File: config.mk
export PLATFORM = sky130hd
export DESIGN_NAME = hdmi_audio_packetizer
export DESIGN_NICKNAME = d
export VERILOG_FILES = /design/src/rtl/hdmi_audio_pkg.sv /design/src/rtl/audio_sample_collector.sv /design/src/rtl/audio_sample_packet.sv /design/src/rtl/packet_ecc.sv /design/src/rtl/hdmi_audio_packetizer.sv
export SDC_FILE = /design/constraint.sdc
export NUM_CORES = 1
export LEC_CHECK = 0
export BUFFER_PORTS_ARGS = -buffer_cell sky130_fd_sc_hd__buf_4
export CELL_PAD_IN_SITES_DETAIL_PLACEMENT = 1
export CELL_PAD_IN_SITES_GLOBAL_PLACEMENT = 2
export CORE_MARGIN = 2
export CORE_UTILIZATION = 35
export CTS_CLUSTER_SIZE = 40
export DETAILED_ROUTE_END_ITERATION = 8
export GPL_ROUTABILITY_DRIVEN = 0
export HOLD_SLACK_MARGIN = 0.06
export PLACE_DENSITY_LB_ADDON = 0.2
export SYNTH_ARGS = -nofsm -noshare
export SYNTH_HDL_FRONTEND = slang
export SYNTH_HIERARCHICAL = 1
export SYNTH_SLANG_ARGS = --single-unit
File: constraint.sdc
create_clock -name clk_pixel -period 13.5 [get_ports clk_pixel]
set_input_delay 2.7 -clock clk_pixel [delete_from_list [all_inputs] [get_ports clk_pixel]]
set_output_delay 2.7 -clock clk_pixel [all_outputs]
set_load 0.02 [all_outputs]
File: src/rtl/hdmi_audio_pkg.sv
//####################
// Shared widths, types and constants for the HDMI audio packet path
// Channel status is fixed to consumer L-PCM, 48 kHz, 24-bit stereo
// Valid and user bits are constant zero
//####################

package hdmi_audio_pkg;

    // Field widths
    localparam int SAMPLE_WIDTH = 24;
    localparam int FRAME_COUNT_WIDTH = 8;
    localparam int SUBPACKET_WIDTH = 56;
    localparam int HEADER_WIDTH = 24;
    localparam int ECC_WIDTH = 8;

    // Sample pairs per audio sample packet
    localparam int MAX_SAMPLES = 4;

    typedef logic [SAMPLE_WIDTH-1:0] sample_t;
    typedef logic [FRAME_COUNT_WIDTH-1:0] frame_count_t;
    typedef logic [SUBPACKET_WIDTH-1:0] subpacket_t;
    typedef logic [ECC_WIDTH-1:0] ecc_t;

    // One batch of sample pairs released on a packet slot
    typedef struct packed {
        logic [MAX_SAMPLES-1:0] present;
        frame_count_t frame;
        sample_t [MAX_SAMPLES-1:0] left;
        sample_t [MAX_SAMPLES-1:0] right;
    } audio_batch_t;

    // Finished data-island packet with BCH parity attached
    typedef struct packed {
        logic [HEADER_WIDTH-1:0] header;
        ecc_t header_ecc;
        subpacket_t [MAX_SAMPLES-1:0] sub;
        ecc_t [MAX_SAMPLES-1:0] sub_ecc;
    } hdmi_packet_t;

    // IEC 60958 block length in frames
    localparam logic [7:0] CHANNEL_STATUS_LENGTH = 8'd192;

    // Channel-status fields, IEC 60958-3 consumer layout
    localparam logic GRADE = 1'b0;
    localparam logic SAMPLE_WORD_TYPE = 1'b0;
    localparam logic COPYRIGHT_NOT_ASSERTED = 1'b1;
    localparam logic [2:0] PRE_EMPHASIS = 3'b000;
    localparam logic [1:0] MODE = 2'b00;
    localparam logic [7:0] CATEGORY_CODE = 8'd0;
    localparam logic [3:0] SOURCE_NUMBER = 4'd0;
    localparam logic [3:0] SAMPLING_FREQUENCY = 4'b0010;
    localparam logic [1:0] CLOCK_ACCURACY = 2'b00;
    // Length code 101 above the max-length bit, 24 bits
    localparam logic [3:0] WORD_LENGTH = 4'b1011;
    localparam logic [3:0] ORIGINAL_SAMPLING_FREQUENCY = 4'b0000;
    localparam logic [3:0] CHANNEL_LEFT = 4'd1;
    localparam logic [3:0] CHANNEL_RIGHT = 4'd2;
    localparam logic LAYOUT = 1'b0;

    localparam logic VALID_BIT = 1'b0;
    localparam logic USER_BIT = 1'b0;
    localparam logic [7:0] AUDIO_PACKET_TYPE = 8'd2;

    // Full 192-bit status blocks, bit 0 sent in frame 0
    localparam logic [CHANNEL_STATUS_LENGTH-1:0] CHANNEL_STATUS_LEFT = {
        152'd0, ORIGINAL_SAMPLING_FREQUENCY, WORD_LENGTH, 2'b00, CLOCK_ACCURACY,
        SAMPLING_FREQUENCY, CHANNEL_LEFT, SOURCE_NUMBER, CATEGORY_CODE, MODE,
        PRE_EMPHASIS, COPYRIGHT_NOT_ASSERTED, SAMPLE_WORD_TYPE, GRADE};
    localparam logic [CHANNEL_STATUS_LENGTH-1:0] CHANNEL_STATUS_RIGHT = {
        152'd0, ORIGINAL_SAMPLING_FREQUENCY, WORD_LENGTH, 2'b00, CLOCK_ACCURACY,
        SAMPLING_FREQUENCY, CHANNEL_RIGHT, SOURCE_NUMBER, CATEGORY_CODE, MODE,
        PRE_EMPHASIS, COPYRIGHT_NOT_ASSERTED, SAMPLE_WORD_TYPE, GRADE};

    // Data-island BCH parity, x^8+x^7+x^6+1, LSB first
    // Only the low bit_count bits of data take part
    function automatic ecc_t bch_ecc(input subpacket_t data, input int unsigned bit_count);
        ecc_t ecc;
        ecc = '0;
        for (int i = 0; i < SUBPACKET_WIDTH; i++)
        begin
            if (i < bit_count)
                ecc = (ecc >> 1) ^ ((ecc[0] ^ data[i]) ? 8'h83 : 8'h00);
        end
        return ecc;
    endfunction

endpackage

File: src/rtl/audio_sample_collector.sv
//####################
// Gathers up to four stereo pairs and releases them on a packet slot
// Audio must already be in the pixel clock domain
// A fifth pair before a slot is dropped and flagged on overflow
//####################

`timescale 1ns/1ps

module audio_sample_collector
(
    input  logic clk_pixel,
    input  logic reset,
    input  logic audio_valid,
    input  hdmi_audio_pkg::sample_t audio_left,
    input  hdmi_audio_pkg::sample_t audio_right,
    input  logic packet_slot,
    output logic batch_valid,
    output hdmi_audio_pkg::audio_batch_t batch,
    output logic overflow
);

    localparam logic [2:0] FULL = 3'(hdmi_audio_pkg::MAX_SAMPLES);

    // Held sample pairs, slot 0 is the oldest
    hdmi_audio_pkg::sample_t [hdmi_audio_pkg::MAX_SAMPLES-1:0] left_q;
    hdmi_audio_pkg::sample_t [hdmi_audio_pkg::MAX_SAMPLES-1:0] right_q;

    // Fill level, 0 to 4
    logic [2:0] count;

    // Block position of the oldest held pair
    hdmi_audio_pkg::frame_count_t frame_counter;
    hdmi_audio_pkg::frame_count_t frame_next;
    logic [hdmi_audio_pkg::FRAME_COUNT_WIDTH:0] frame_sum;

    logic [hdmi_audio_pkg::MAX_SAMPLES:0] mask_wide;

    // Low count bits set
    assign mask_wide = ({{hdmi_audio_pkg::MAX_SAMPLES{1'b0}}, 1'b1} << count) - 1'b1;

    // Advance by the number of pairs sent, wrap at the block length
    assign frame_sum = 9'(frame_counter) + 9'(count);
    assign frame_next = (frame_sum >= 9'(hdmi_audio_pkg::CHANNEL_STATUS_LENGTH))
        ? 8'(frame_sum - 9'(hdmi_audio_pkg::CHANNEL_STATUS_LENGTH))
        : 8'(frame_sum);

    // Sample storage
    always_ff @(posedge clk_pixel)
    begin
        if (audio_valid)
        begin
            // Sample alongside a slot starts the next batch
            if (packet_slot)
            begin
                left_q[0] <= audio_left;
                right_q[0] <= audio_right;
            end
            else if (count != FULL)
            begin
                left_q[count[1:0]] <= audio_left;
                right_q[count[1:0]] <= audio_right;
            end
        end
    end

    // Fill count, frame counter and batch release
    always_ff @(posedge clk_pixel)
    begin
        if (reset)
        begin
            count <= '0;
            frame_counter <= '0;
            batch_valid <= 1'b0;
            overflow <= 1'b0;
            batch.present <= '0;
        end
        else
        begin
            batch_valid <= 1'b0;
            overflow <= 1'b0;
            if (packet_slot)
            begin
                // Empty slot sends nothing
                if (count != 3'd0)
                begin
                    batch_valid <= 1'b1;
                    batch.present <= mask_wide[hdmi_audio_pkg::MAX_SAMPLES-1:0];
                    batch.frame <= frame_counter;
                    batch.left <= left_q;
                    batch.right <= right_q;
                    frame_counter <= frame_next;
                end
                count <= audio_valid ? 3'd1 : 3'd0;
            end
            else if (audio_valid)
            begin
                if (count == FULL)
                    overflow <= 1'b1;
                else
                    count <= count + 3'd1;
            end
        end
    end

    a_count_bound: assert property (@(posedge clk_pixel) disable iff (reset)
        count <= FULL);

    // Drop only happens for a full buffer with no slot offered
    // The dropped pair must not overwrite any held pair
    a_overflow_cause: assert property (@(posedge clk_pixel) disable iff (reset)
        overflow |-> $past(audio_valid && count == FULL && !packet_slot)
            && $stable(left_q) && $stable(right_q));

endmodule

File: src/rtl/audio_sample_packet.sv
//####################
// HDMI audio sample packet builder, header and four subpackets
// Purely combinational, output is raw and carries no BCH bytes
// Absent subpackets are driven to zero
//####################

`timescale 1ns/1ps

module audio_sample_packet
(
    input  hdmi_audio_pkg::audio_batch_t batch,
    output logic [hdmi_audio_pkg::HEADER_WIDTH-1:0] header,
    output hdmi_audio_pkg::subpacket_t [hdmi_audio_pkg::MAX_SAMPLES-1:0] sub
);

    // Per-slot block position
    hdmi_audio_pkg::frame_count_t aligned_frame [hdmi_audio_pkg::MAX_SAMPLES];

    // Status and parity bits per slot, left then right
    logic [hdmi_audio_pkg::MAX_SAMPLES-1:0] status_left;
    logic [hdmi_audio_pkg::MAX_SAMPLES-1:0] status_right;
    logic [hdmi_audio_pkg::MAX_SAMPLES-1:0] parity_left;
    logic [hdmi_audio_pkg::MAX_SAMPLES-1:0] parity_right;

    // Packet type and layout, HDMI 1.4a table 5-12
    assign header[7:0] = hdmi_audio_pkg::AUDIO_PACKET_TYPE;
    assign header[19:12] = {7'd0, hdmi_audio_pkg::LAYOUT};

    for (genvar i = 0; i < hdmi_audio_pkg::MAX_SAMPLES; i++)
    begin : g_slot
        logic [hdmi_audio_pkg::FRAME_COUNT_WIDTH:0] frame_sum;

        // Base position plus slot index, wrapped at 192
        assign frame_sum = 9'(batch.frame) + 9'(i);
        always_comb
        begin
            if (frame_sum >= 9'(hdmi_audio_pkg::CHANNEL_STATUS_LENGTH))
                aligned_frame[i] = 8'(frame_sum - 9'(hdmi_audio_pkg::CHANNEL_STATUS_LENGTH));
            else
                aligned_frame[i] = 8'(frame_sum);
        end

        // Present bit and block-start flag
        assign header[8 + i] = batch.present[i];
        assign header[20 + i] = (aligned_frame[i] == 8'd0) && batch.present[i];

        assign status_left[i] = hdmi_audio_pkg::CHANNEL_STATUS_LEFT[aligned_frame[i]];
        assign status_right[i] = hdmi_audio_pkg::CHANNEL_STATUS_RIGHT[aligned_frame[i]];

        // Even parity over status, user, valid and the sample word
        assign parity_left[i] = ^{status_left[i], hdmi_audio_pkg::USER_BIT,
                                  hdmi_audio_pkg::VALID_BIT, batch.left[i]};
        assign parity_right[i] = ^{status_right[i], hdmi_audio_pkg::USER_BIT,
                                   hdmi_audio_pkg::VALID_BIT, batch.right[i]};

        // Subpacket, HDMI 1.4a table 5-13
        always_comb
        begin
            if (batch.present[i])
                sub[i] = {parity_right[i], status_right[i], hdmi_audio_pkg::USER_BIT,
                          hdmi_audio_pkg::VALID_BIT, parity_left[i], status_left[i],
                          hdmi_audio_pkg::USER_BIT, hdmi_audio_pkg::VALID_BIT,
                          batch.right[i], batch.left[i]};
            else
                sub[i] = '0;
        end
    end

    // Present slots must fill from slot 0 upwards
    always_comb
    begin
        a_present_contiguous: assert #0 ($isunknown(batch.present)
            || ((batch.present & (batch.present + 4'd1)) == 4'd0));
    end

endmodule

File: src/rtl/packet_ecc.sv
//####################
// BCH parity for the header and subpackets, then output register
// Packet is held until the next batch, valid for one cycle only
//####################

`timescale 1ns/1ps

module packet_ecc
(
    input  logic clk_pixel,
    input  logic reset,
    input  logic batch_valid,
    input  logic [hdmi_audio_pkg::HEADER_WIDTH-1:0] header,
    input  hdmi_audio_pkg::subpacket_t [hdmi_audio_pkg::MAX_SAMPLES-1:0] sub,
    output logic packet_valid,
    output hdmi_audio_pkg::hdmi_packet_t packet
);

    hdmi_audio_pkg::ecc_t header_ecc;
    hdmi_audio_pkg::ecc_t [hdmi_audio_pkg::MAX_SAMPLES-1:0] sub_ecc;

    // Header covers 24 bits, zero extended into the subpacket width
    assign header_ecc = hdmi_audio_pkg::bch_ecc(
        {{(hdmi_audio_pkg::SUBPACKET_WIDTH-hdmi_audio_pkg::HEADER_WIDTH){1'b0}}, header},
        hdmi_audio_pkg::HEADER_WIDTH);

    // Each subpacket gets its own parity byte
    for (genvar i = 0; i < hdmi_audio_pkg::MAX_SAMPLES; i++)
    begin : g_sub_ecc
        assign sub_ecc[i] = hdmi_audio_pkg::bch_ecc(sub[i], hdmi_audio_pkg::SUBPACKET_WIDTH);
    end

    always_ff @(posedge clk_pixel)
    begin
        if (reset)
            packet_valid <= 1'b0;
        else
            packet_valid <= batch_valid;
    end

    // Payload loads with each batch
    always_ff @(posedge clk_pixel)
    begin
        if (batch_valid)
        begin
            packet.header <= header;
            packet.header_ecc <= header_ecc;
            packet.sub <= sub;
            packet.sub_ecc <= sub_ecc;
        end
    end

    // Every packet traces back to a batch one cycle earlier
    // A released packet always carries the pair in slot 0
    a_valid_source: assert property (@(posedge clk_pixel) disable iff (reset)
        packet_valid |-> $past(batch_valid) && packet.header[8]);

endmodule

File: src/rtl/hdmi_audio_packetizer.sv
//####################
// Audio sample packet path top level
// packet_valid follows packet_slot by two cycles
// No downstream back-pressure, consume the packet on its valid cycle
//####################

`timescale 1ns/1ps

module hdmi_audio_packetizer
(
    input  logic clk_pixel,
    input  logic reset,
    input  logic audio_valid,
    input  hdmi_audio_pkg::sample_t audio_left,
    input  hdmi_audio_pkg::sample_t audio_right,
    input  logic packet_slot,
    output logic packet_valid,
    output hdmi_audio_pkg::hdmi_packet_t packet,
    output logic overflow
);

    // Collector to builder
    logic batch_valid;
    hdmi_audio_pkg::audio_batch_t batch;

    // Builder to ECC stage, same cycle as batch_valid
    logic [hdmi_audio_pkg::HEADER_WIDTH-1:0] header;
    hdmi_audio_pkg::subpacket_t [hdmi_audio_pkg::MAX_SAMPLES-1:0] sub;

    audio_sample_collector u_collector
    (
        .clk_pixel(clk_pixel),
        .reset(reset),
        .audio_valid(audio_valid),
        .audio_left(audio_left),
        .audio_right(audio_right),
        .packet_slot(packet_slot),
        .batch_valid(batch_valid),
        .batch(batch),
        .overflow(overflow)
    );

    audio_sample_packet u_sample_packet
    (
        .batch(batch),
        .header(header),
        .sub(sub)
    );

    packet_ecc u_packet_ecc
    (
        .clk_pixel(clk_pixel),
        .reset(reset),
        .batch_valid(batch_valid),
        .header(header),
        .sub(sub),
        .packet_valid(packet_valid),
        .packet(packet)
    );

endmodule

; ---- After elaboration in Yosys (flattened, before gate mapping)
; Memories as Yosys holds them, arrays and structs flattened.
; Cells that the tools add are included.
[word_totals]
reg_bits = 682
word_cells = 831
rom_bits = 2048
n_memories = 8
output_inout_bits = 290
inputBits = 52
[memory_table]
columns = name, words, word_bits, read_ports, rd_ports_with_merged_regs, wr, line_no
row1 = (name not given), 256, 1, 1, 0, 0, audio_sample_packet.sv:47  ; assign status_left[i] = hdmi_audio_pkg::CHANNEL_STATUS_LEFT[aligned_frame[i]];
row2 = (name not given), 256, 1, 1, 0, 0, audio_sample_packet.sv:48  ; assign status_right[i] = hdmi_audio_pkg::CHANNEL_STATUS_RIGHT[aligned_frame[i]];
row3 = (name not given), 256, 1, 1, 0, 0, audio_sample_packet.sv:47
row4 = (name not given), 256, 1, 1, 0, 0, audio_sample_packet.sv:48
row5 = (name not given), 256, 1, 1, 0, 0, audio_sample_packet.sv:47
row6 = (name not given), 256, 1, 1, 0, 0, audio_sample_packet.sv:48
row7 = 2 more memories, n/a, n/a, n/a, n/a, n/a, n/a
[op_classes]
reduce_logical = 27
magnitude_cmp = 11
shifts = 1
muxes = 271
eq_ne = 3
n_addsub = 11
bitwise = 466
[op_table]
columns = cell, n
row1 = 2-to-1 mux 8 bit, 245
row2 = XOR 7 x 8 -> 8 bit, 235
row3 = XOR 1 bit, 227
row4 = 2-to-1 mux 56 bit, 4
row5 = parity 27 bit, 8
row6 = bitwise mux 96 bit, 2
row7 = 2-to-1 mux 24 bit, 5
row8 = demux 24 bit (select 2 bit), 1
row9 = "subtractor 8 bit, second input constant", 5
row10 = ">= comparator 9 x 8 -> 1 bit, second input constant", 4
row11 = "< comparator 8 x 9 -> 1 bit, second input constant", 4
row12 = zero test 8 bit, 4
row13 = "adder 8 x 2 -> 9 bit, second input constant", 2
row14 = 2-to-1 mux 1 bit, 11
row15 = "adder 8 x 1 -> 9 bit, second input constant", 1
row16 = adder 8 x 3 -> 9 bit, 1
row17 = 2-to-1 mux 3 bit, 3
row18 = ">= comparator 8 bit, second input constant", 1
row19 = AND reduction 2 bit, 3
row20 = AND reduction 3 bit, 2
row21 = logical AND 1 bit, 5
row22 = NOT 4 bit, 1
row23 = nonzero test 2 bit, 2
row24 = "left shift 1 x 3 -> 4 bit, first input constant", 1
row25 = other kinds (11), 13

; ---- Logic depth before layout (Yosys ltp)
; Gate-level depths: netlist of run 1.
[logic_depth]
depth_word = 173
mapped_depth = 18
ltp_nobuf = 17

; ---- By module
; The synthesis of run 1 kept the hierarchy.
[by_module_without_submodules]
columns = mod, instances, area_each_um2, cells_per_inst, seq_area_each_um2
row1 = packet_ecc, 1, 15732.6, 892, 8668.3
row2 = audio_sample_collector, 1, 13186.4, 582, 12111.6
row3 = audio_sample_packet, 1, 4596.9, 653, 0.0

; ---- Worst setup path before layout of run 1
; OpenSTA, ideal clock, no wires.
[synth_path]
path_kind = in2reg
start = input reset
end = register u_collector/batch[0] (netlist name)
required_ns = 12.736
setup_slack_ns = 1.316
stages = 3
arrival_time_ns = 11.420
path_buffers = 2
setup_time_ns = 0.764
cell_sequence = clkbuf_1 -> clkbuf_1 -> nor2_1
[synth_via]
elab_chain_cells = 2
[synth_lines]
columns = element, line_no
row1 = from (decl), hdmi_audio_packetizer.sv:12  ; input logic reset,
row2 = NOT 1 bit (no source line), n/a
row3 = AND reduction 3 bit (no source line), n/a
; Every way passes these cells.
; A chain may end at the register's enable or synchronous reset.

==> impl_metrics.json, run 1 <==
{
  "clockRootBuffer": "clkbuf_16",
  "hp-class": "reg -> reg",
  "min_period_ns": 5.84,
  "slowest_delay_ns": 0.58,
  "cp_cell_sequence": "buf_4 -> and2_1 -> xor2_2 -> xnor3_1 -> xor2_1 -> xor2_1 -> xnor3_1 -> xnor3_1 -> xnor2_1 -> xnor3_1 -> xnor2_1 -> xnor3_1 -> xor2_1",
  "endpoint": "u_packet_ecc/packet[7]",
  "setup_violations": 0,
  "rsz0062_at_grt": "false",
  "cts.sinks": 698,
  "worstPathMaxFanout": 53,
  "coreArea_mm2": 0.0950,
  "synthTopCellsByArea": "edfxtp_1, xnor2_1, xnor3_1, xor2_1, and2_1",
  "vias_per_cell": 4.64,
  "r2r_end": "u_packet_ecc/packet[7]",
  "dr.first_iter.drc_count": 1307,
  "fp.dieW_um": 313,
  "slew_violations": 0,
  "synth.distinct_cells": 75,
  "grt_max_degree": 137,
  "portBuffers": 341,
  "async_flop_share_pct": 0,
  "rrSetupSlack_ns": 7.66,
  "grt_usage_pct": 18.6,
  "multi_input_area_mm2": 0.0123,
  "synth_warnings": 6,
  "powerDensity_mw_per_mm2": 343,
  "crit_type": "reg -> reg",
  "period_share_pct": 43.2,
  "ir_drop_v": 0.000617,
  "swShare_pct": 35.1,
  "synth-edff-count": 680,
  "ant_nets": 0,
  "worst_setup_path_start_kind": "register",
  "hold_viol": 0,
  "h-tree-depth": 3,
  "cts_tree": "built",
  "maxCapViolations": 0,
  "synth_ff_type": "edfxtp_1",
  "cp.required_ns": 13.88,
  "tightest_slew_ns": 1.24,
  "hold_buffers": 0,
  "final_core_util_pct": 42.1,
  "worstSetupEndpointType": "register",
  "synth-seq-cells": 698,
  "setup_tns_ns": 0,
  "avgSynthCellArea_um2": 15.8,
  "fp.dieArea_mm2": 0.0983,
  "syn_area_mm2": 0.0335,
  "dr.pass1.iters": 5,
  "max_freq_mhz": 171,
  "ff_latch_area_mm2": 0.0208,
  "num_io_pins": 342,
  "fin_worst_skew_ns": 0.0488,
  "cts-buffers-inserted": 76,
  "cts_buffer_depth": 3,
  "comb_power_share_pct": 59.7,
  "timing.rr.start": "u_collector/batch[200]",
  "cts.repair.resized": 0,
  "yosys.area.top_type": "edfxtp_1",
  "cp_slowest_cell": "xnor3_1",
  "postCtsSetupBuffers": 0,
  "crit_path_frequent_cell": "xnor3_1",
  "initial_core_util_pct": 35.3,
  "wl_per_cell_um": 24.1,
  "yosys.area.top_type_share_pct": 60.9,
  "ys_seq_area_share_pct": 62.0,
  "fin_total_pwr_mw": 13.7,
  "clock_latency_ns": 0.66,
  "placementRows": 113,
  "drive_above_1_share_pct": 20.2,
  "die_h_um": 313,
  "p_switching_mw": 4.82,
  "cp.arrival_ns": 6.22,
  "netlist_instances": 2127,
  "vias": 17800,
  "drc": 0,
  "clkTransAtPathRegs_ns": 0.07,
  "startpoint": "u_collector/batch[200]",
  "n_fill_cell": 9537,
  "slew_headroom_pct": 17.1,
  "antenna_found_initial": 12,
  "clkPwrFrac_pct": 15.6,
  "dp_hpwl_mm": 68.8,
  "power_frac_seq_pct": 24.7,
  "fin_nets": 2573,
  "grt_pass1_vias": 19000,
  "grt_overflow": 0,
  "p_int_mw": 8.92,
  "leakagePower_nw": 14.5,
  "grt_pass1_wl_mm": 132,
  "synthToLayoutAreaGrowth_pct": 19.3,
  "reg2reg_depth": 13,
  "wl_mm": 92.3,
  "status": "complete, no violations"
}
-- routing by layer --
layer  GRT usage (%)  share of wire (%)  up-vias  wire length (um)
met4            5.26                2.2        0              2080
met2            31.3                 49      492             45100
li1                -                  -     8166                 -
met1            24.8                 44     9019             40400
met5               0                  0        -                 0
met3            3.10                5.1      104              4740
-- metrics by stage --
step | instances | setup WS, ns | instance area [um2] | hold slack [ns]
floorplan | 2157 | 1.32 | 33600 | 0.400
global placement | 3689 | 7.98 | 37400 | 0.400
detailed placement | 3689 | 7.72 | 37400 | 0.405
CTS | 3825 | 7.68 | 40000 | 0.396
global route | 3825 | 7.36 | 40000 | 0.409
finish | 3830 | 7.66 | 40000 | 0.399
-- how the worst min path moves through the flow --
stage	end	startpoint	cells after the start
finish	u_collector/batch[76]	u_collector/right_q[76]	0
global route	u_collector/batch[95]	u_collector/right_q[95]	0
CTS	u_collector/batch[76]	u_collector/right_q[76]	0
detailed placement	u_collector/batch[179]	u_collector/left_q[83]	0
global placement	u_collector/batch[138]	u_collector/left_q[42]	0
floorplan	u_collector/batch[0]	u_collector/right_q[0]	0
-- power groups by stage --
stage / combinational, mW / sequential, mW / clock (mW)
after global placement: 7.97 / 3.44 / 0
after CTS: 8.33 / 3.40 / 2.20
after detailed placement: 8.28 / 3.44 / 0
after floorplan: 6.74 / 3.54 / 0
after global routing: 8.84 / 3.39 / 2.28
final: 8.21 / 3.39 / 2.14
-- synth_stat cells (7+ instances only) --
library cell    n
ha_1           18
nor4_1          8
xnor3_1        97
dfxtp_1        18
nor2b_1        55
xor2_1        148
nor3_1         12
nand2_1        33
xnor2_1       526
nand3_1        14
xnor2_2         9
buf_2          16
and2_1        206
nor2_1         35
buf_4          37
xor3_1         10
edfxtp_1      680
inv_1          14
a21oi_1        25
clkbuf_1       29
o21ai_0        18
xnor3_2        12
or3_1           7
-- final cells by class --
| cell class | count | share of cell area (%) |
|---|---|---|
| antenna | 5 | 0.0313 |
| clock buffer | 88 | 4.87 |
| clock inverter | 48 | 1.55 |
| inverter | 14 | 0.131 |
| multi-input combinational | 1359 | 30.8 |
| sequential | 698 | 52.0 |
| tap | 1265 | 3.96 |
| timing repair buffer | 353 | 6.66 |
-- cell families after synthesis --
logic type	Yosys count	share of synthesized area, %
xor gates and xnor gates	808	26.5
DFF	698	62.0
and+or+nand+nor	404	7.11
buffers and inverters	100	1.62
AOI/OAI and AO/OA	84	1.65
adders and majority gates	19	0.732
muxes	12	0.392
other	2	0.0224
-- sequential cells by signal, indices dropped and copies added (netlist names) --
register	flops
u_collector/overflow	1
u_packet_ecc/packet_valid	1
u_collector/batch	204
u_collector/right_q	96
u_collector/batch_valid	1
u_packet_ecc/packet	288
u_collector/count	3
u_collector/left_q	96
u_collector/frame_counter	8
-- cells in the final DEF, fill, tap and decap left out, drive strengths merged, types with 17 or more instances in the layout --
cell    netlist  final
o21ai        19     19
clkinv        0     29
xor2        152    152
nor2b        55     55
buf          56    353
conb          2     32
nand2        33     33
nor2         35     35
edfxtp      680    680
xnor2       536    536
ha           18     18
xnor3       109    109
a21oi        26     26
dfxtp        18     18
clkbuf       30     88
inv          14     17
and2        206    206
-- critical path: cells and delay by family, from the launching register on --
family                 cells  cell delay [ns]
AND/OR/NAND/NOR            1             0.43
XOR/XNOR                  11             4.27
flip-flops                 1             0.42
buffers and inverters      1             0.41
Note: power is estimated with default switching activity, not from simulation.
==> run 2: changes to the inputs <==
ABC_AREA = 1   (was default)
clock period = 5 ns   (was 13.5 ns; I/O delays follow)
==> impl_metrics.json, run 2 <==
{
  "status": "finished with violations",
  "violations": "negative setup slack",
  "cts_buffer_depth": 3,
  "hold_buffers": 0,
  "crit_type": "reg -> reg",
  "tightest_slew_ns": 0.987,
  "grt_overflow": 0,
  "grt_pass1_wl_mm": 177,
  "diodes": 0,
  "cts-buffers-inserted": 83,
  "min_path_cells": 0,
  "yosys.area.top_type": "edfxtp_1",
  "coreArea_mm2": 0.109,
  "worstSetupEndpointType": "register",
  "yosys.area.top_type_share_pct": 53.2,
  "hold_start": "u_collector/left_q[95]",
  "timing.rr.start": "u_collector/batch[202]",
  "vias": 29800,
  "die_h_um": 335,
  "vias_per_cell": 4.58,
  "worstPathMaxFanout": 6,
  "cts_tree": "built",
  "layout_commonest_cell": "buf_4",
  "mostFrequentLayoutCells": "buf_4, nand2_1, edfxtp_1",
  "period_share_pct": 136,
  "synth_warnings": 6,
  "drive_above_1_share_pct": 43.5,
  "hp-class": "reg -> reg",
  "clkTransAtPathRegs_ns": 0.07,
  "clockRootBuffer": "clkbuf_16",
  "worst_setup_path_start_kind": "register",
  "crit_family": "simple AND/OR/NAND/NOR gates",
  "synth-edff-count": 680,
  "h-tree-depth": 3,
  "regMostFlops": "u_packet_ecc/packet",
  "hold_viol": 0,
  "reg.largest.list": "u_packet_ecc/packet: 288 flops, u_collector/batch: 204 flops",
  "setup_violations": 32,
  "num_io_pins": 342,
  "avgSynthCellArea_um2": 9.55,
  "path_buf_inv": 6,
  "ant_nets": 0,
  "wl_mm": 121,
  "initial_core_util_pct": 35.3,
  "fp.dieArea_mm2": 0.112,
  "fin_worst_skew_ns": 0.0361,
  "max_freq_mhz": 147,
  "ys_seq_area_share_pct": 54.2,
  "synthToLayoutAreaGrowth_pct": 45.8,
  "syn_area_mm2": 0.0383,
  "grt_usage_pct": 20.7,
  "cp.arrival_ns": 7.18,
  "portBuffers": 341,
  "antenna_found_initial": 10,
  "synth-seq-cells": 698,
  "hold_slack_ns": 0.403,
  "slowest_delay_ns": 0.38,
  "grt_pass1_vias": 30600,
  "synth_commonest_cells": "nand2_1, edfxtp_1, inv_1",
  "cp.required_ns": 5.40,
  "clock_latency_ns": 0.68,
  "fin_ws_ns": -1.79,
  "slew_headroom_pct": 34.1,
  "rsz0062_at_grt": "true",
  "rrSetupSlack_ns": -1.79,
  "fp.dieW_um": 335,
  "grt_max_degree": 113,
  "cts.sinks": 698,
  "min_period_ns": 6.79,
  "r2r_end": "u_packet_ecc/packet[16]",
  "largest_reg_flops": 288,
  "async_flop_share_pct": 0,
  "wl_per_cell_um": 18.6,
  "whs_endpoint": "u_collector/batch[191]",
  "cp_slowest_cell": "dfxtp_4",
  "crit_path_frequent_cell": "nand2_4",
  "netlist_instances": 4015,
  "maxCapViolations": 0,
  "reg2reg_depth": 61,
  "synth_ff_type": "edfxtp_1",
  "synthTopCellsByArea": "edfxtp_1, nand2_1, inv_1, xor2_1, nand3_1",
  "fin_nets": 5098,
  "dr.first_iter.drc_count": 1147,
  "dr.pass1.iters": 5,
  "slew_violations": 0,
  "synth.most_common_cell": "nand2_1",
  "synth.distinct_cells": 46,
  "drc": 0,
  "dp_hpwl_mm": 88.5,
  "placementRows": 121
}
[run 2: cell count changes in the layout (fill, tap and decap cells not counted), moves of 147 or more]
cell / before / now
xnor2_1: 526 / 152
nand2_4: 0 / 278
and2_1: 203 / 0
nand3_4: 0 / 147
buf_4: 352 / 913
nand2_2: 0 / 268
inv_1: 14 / 568
nand3_1: 14 / 168
nand2_1: 33 / 798
[run 2: layout make-up]
cell class | instances | area (um2)
repair buffers | 971 | 7670
clock inverters | 53 | 707
inverters | 696 | 2710
flip-flops and latches | 698 | 20800
well taps | 1414 | 1770
fillers | 11900 | 52800
clock buffers | 96 | 2180
multi-input cells | 2577 | 20100
[run 2: how the worst max path moves through the flow]
stage	startpoint	slack, ns	cells after the start	endpoint
2_1_floorplan	u_collector/batch[202]	-0.98	67	u_packet_ecc/packet[17]
3_3_place_gp	u_collector/batch[202]	-1.61	58	u_packet_ecc/packet[16]
3_5_place_dp	u_collector/batch[202]	-1.80	64	u_packet_ecc/packet[16]
4_1_cts	u_collector/batch[202]	-1.56	64	u_packet_ecc/packet[16]
5_1_grt	u_collector/batch[202]	-2.33	63	u_packet_ecc/packet[16]
6_report	u_collector/batch[202]	-1.79	61	u_packet_ecc/packet[16]
[run 2: cell families after synthesis]
family	share of synthesized area, %
buffers and inverters	7.98
and+or+nand+nor	25.4
AOI/OAI and AO/OA	0.737
DFF	54.2
adders and majority gates	0.639
other	0.0196
xor gates and xnor gates	11.0
[run 2: metrics by stage]
| step | setup WS (ns) | util (%) | setup TNS [ns] | cell area (um2) | cells |
|---|---|---|---|---|---|
| floorplan | -0.984 | - | -22.86 | 39400 | 4045 |
| global placement | -1.61 | 43.2 | -38.82 | 46900 | 6209 |
| detailed placement | -1.80 | 43.2 | -45.24 | 46900 | 6209 |
| CTS | -1.56 | 48.7 | -40.66 | 53000 | 6455 |
| global route | -2.33 | 51.4 | -63.53 | 55900 | 6505 |
| finish | -1.79 | 51.4 | -48.67 | 55900 | 6505 |
[run 2: timing repair]
item                       4_1_cts  5_1_grt
pin swaps                      175      279
gates resized for setup        507      505
gates cloned                     2        1
buffers inserted               101       59
setup endpoints to repair       33       36
[run 2: metal layers]
metal	vias to the layer above	global-route usage, %	wire, um
met1	14500	27.1	53100
met4	4	5.28	2560
met2	490	35.9	60800
met3	141	2.68	4490
met5	-	0	23
li1	14700	-	-
Power of run 2 is left out: the tool's default activity adds up to more than one toggle a clock period on the data nets, which glitch-free logic cannot reach.
==> run 3: changes to the inputs <==
MAX_ROUTING_LAYER = met4   (was default)
==> impl_metrics.json, run 3 (same netlist as run 2, synthesis figures left out) <==
{
  "initial_core_util_pct": 35.3,
  "placementRows": 121,
  "violations": "negative setup slack",
  "status": "finished with violations",
  "timing.rr.start": "u_collector/batch[202]",
  "vias_per_cell": 4.58,
  "coreArea_mm2": 0.109,
  "drc": 0,
  "cp_slowest_cell": "dfxtp_4",
  "slew_violations": 0,
  "worst_setup_path_start_kind": "register",
  "mostFrequentLayoutCells": "buf_4, nand2_1, edfxtp_1",
  "vias": 29800,
  "fin_nets": 5097,
  "cts_buffer_depth": 3,
  "min_period_ns": 6.77,
  "dr.first_iter.drc_count": 1184,
  "cp.arrival_ns": 7.17,
  "hp-class": "reg -> reg",
  "topRoutingLayerUsed": "met4",
  "reg.largest.list": "u_packet_ecc/packet: 288 flops, u_collector/batch: 204 flops",
  "whs_endpoint": "u_collector/batch[191]",
  "crit_path_frequent_cell": "nand2_4",
  "grt_max_degree": 113,
  "n_fill_cell": 11900,
  "maxCapViolations": 0,
  "wl_per_cell_um": 18.6,
  "wl_met3_mm": 4.43,
  "die_h_um": 335,
  "cts_tree": "built",
  "hold_start": "u_collector/left_q[95]",
  "largest_reg_flops": 288,
  "fp.dieArea_mm2": 0.112,
  "slew_headroom_pct": 35.3,
  "dr_wl_met2_mm": 60.7,
  "max_freq_mhz": 148,
  "place_ws_ns": -1.80,
  "crit_type": "reg -> reg",
  "met1_length_mm": 53.1,
  "ant_nets": 0,
  "period_share_pct": 135,
  "grt_usage_pct": 21.3,
  "tightest_slew_ns": 0.967,
  "clockRootBuffer": "clkbuf_16",
  "hold_viol": 0,
  "cts-buffers-inserted": 83,
  "synthToLayoutAreaGrowth_pct": 45.8,
  "fp.dieW_um": 335,
  "slowest_delay_ns": 0.38,
  "worstPathMaxFanout": 6,
  "setup_violations": 32,
  "portBuffers": 341,
  "reg2reg_depth": 57,
  "clkTransAtPathRegs_ns": 0.07,
  "h-tree-depth": 3,
  "grt_pass1_vias": 30500,
  "grt_overflow": 0,
  "antenna_found_initial": 10,
  "rrSetupSlack_ns": -1.77,
  "r2r_end": "u_packet_ecc/packet[16]",
  "wl_mm": 121,
  "fin_ws_ns": -1.77,
  "setup_tns_ns": -47.95,
  "dp_hpwl_mm": 88.5,
  "worstSetupEndpointType": "register",
  "drive_above_1_share_pct": 43.7,
  "layout_commonest_cell": "buf_4",
  "rsz0062_at_grt": "true",
  "dr.pass1.iters": 5,
  "fin_worst_skew_ns": 0.0336,
  "grt_pass1_wl_mm": 177,
  "num_io_pins": 342,
  "cts.sinks": 698,
  "min_path_cells": 0,
  "cp.required_ns": 5.40,
  "regMostFlops": "u_packet_ecc/packet",
  "clock_latency_ns": 0.67
}
==> run 3: cell count changes in the layout (fill, tap and decap cells not counted), sizes merged <==
cell / delta
diode: +2
buf: -1
==> run 3: cell type report <==
cell class,count,area [um2],area share [%]
well taps,1414,1770,3.16
clock buffers,96,2180,3.89
inverters,696,2710,4.85
diodes,2,5.00,0.00895
repair buffers,970,7660,13.7
flip-flops and latches,698,20800,37.2
multi-input cells,2577,20100,35.9
clock inverters,53,707,1.26
==> run 3: how the worst max path moves through the flow <==
stage	start	endpoint	cells past startpoint
CTS	u_collector/batch[202]	u_packet_ecc/packet[16]	64
global route	u_collector/batch[202]	u_packet_ecc/packet[16]	63
finish	u_collector/batch[202]	u_packet_ecc/packet[16]	57
floorplan	u_collector/batch[202]	u_packet_ecc/packet[17]	67
detailed placement	u_collector/batch[202]	u_packet_ecc/packet[16]	64
global placement	u_collector/batch[202]	u_packet_ecc/packet[16]	58
==> run 3: repair_timing <==
| item | in CTS | in global routing |
|---|---|---|
| setup buffers | 101 | 58 |
| setup endpoints to repair | 33 | 36 |
| resized for setup | 507 | 510 |
| hold buffers | 0 | 0 |
| pin swaps | 175 | 284 |
| gates cloned | 2 | 1 |
==> run 3: worst max-delay path, delay by kind of cell, from the launching register on <==
kind | cells | cell delay [ns]
buf+inv | 6 | 0.72
flops | 1 | 0.38
simple gates | 46 | 4.31
xor+xnor | 5 | 1.05
==> run 3: routing by layer <==
layer / GRT usage (%) / vias up
met5: - / -
met4: 5.21 / 0
met3: 2.53 / 143
met2: 35.9 / 477
met1: 27.3 / 14500
li1: - / 14700
==> run 3: through the flow <==
stage	cell area, um2	cells	hold WS (ns)	utilization [%]
after floorplan	39400	4045	0.400	-
after global placement	46900	6209	0.401	43.2
after detailed placement	46900	6209	0.405	43.2
after CTS	53000	6455	0.400	48.7
after global routing	55900	6506	0.399	51.5
final	55900	6506	0.404	51.5
Power of run 3 is left out for the same reason.
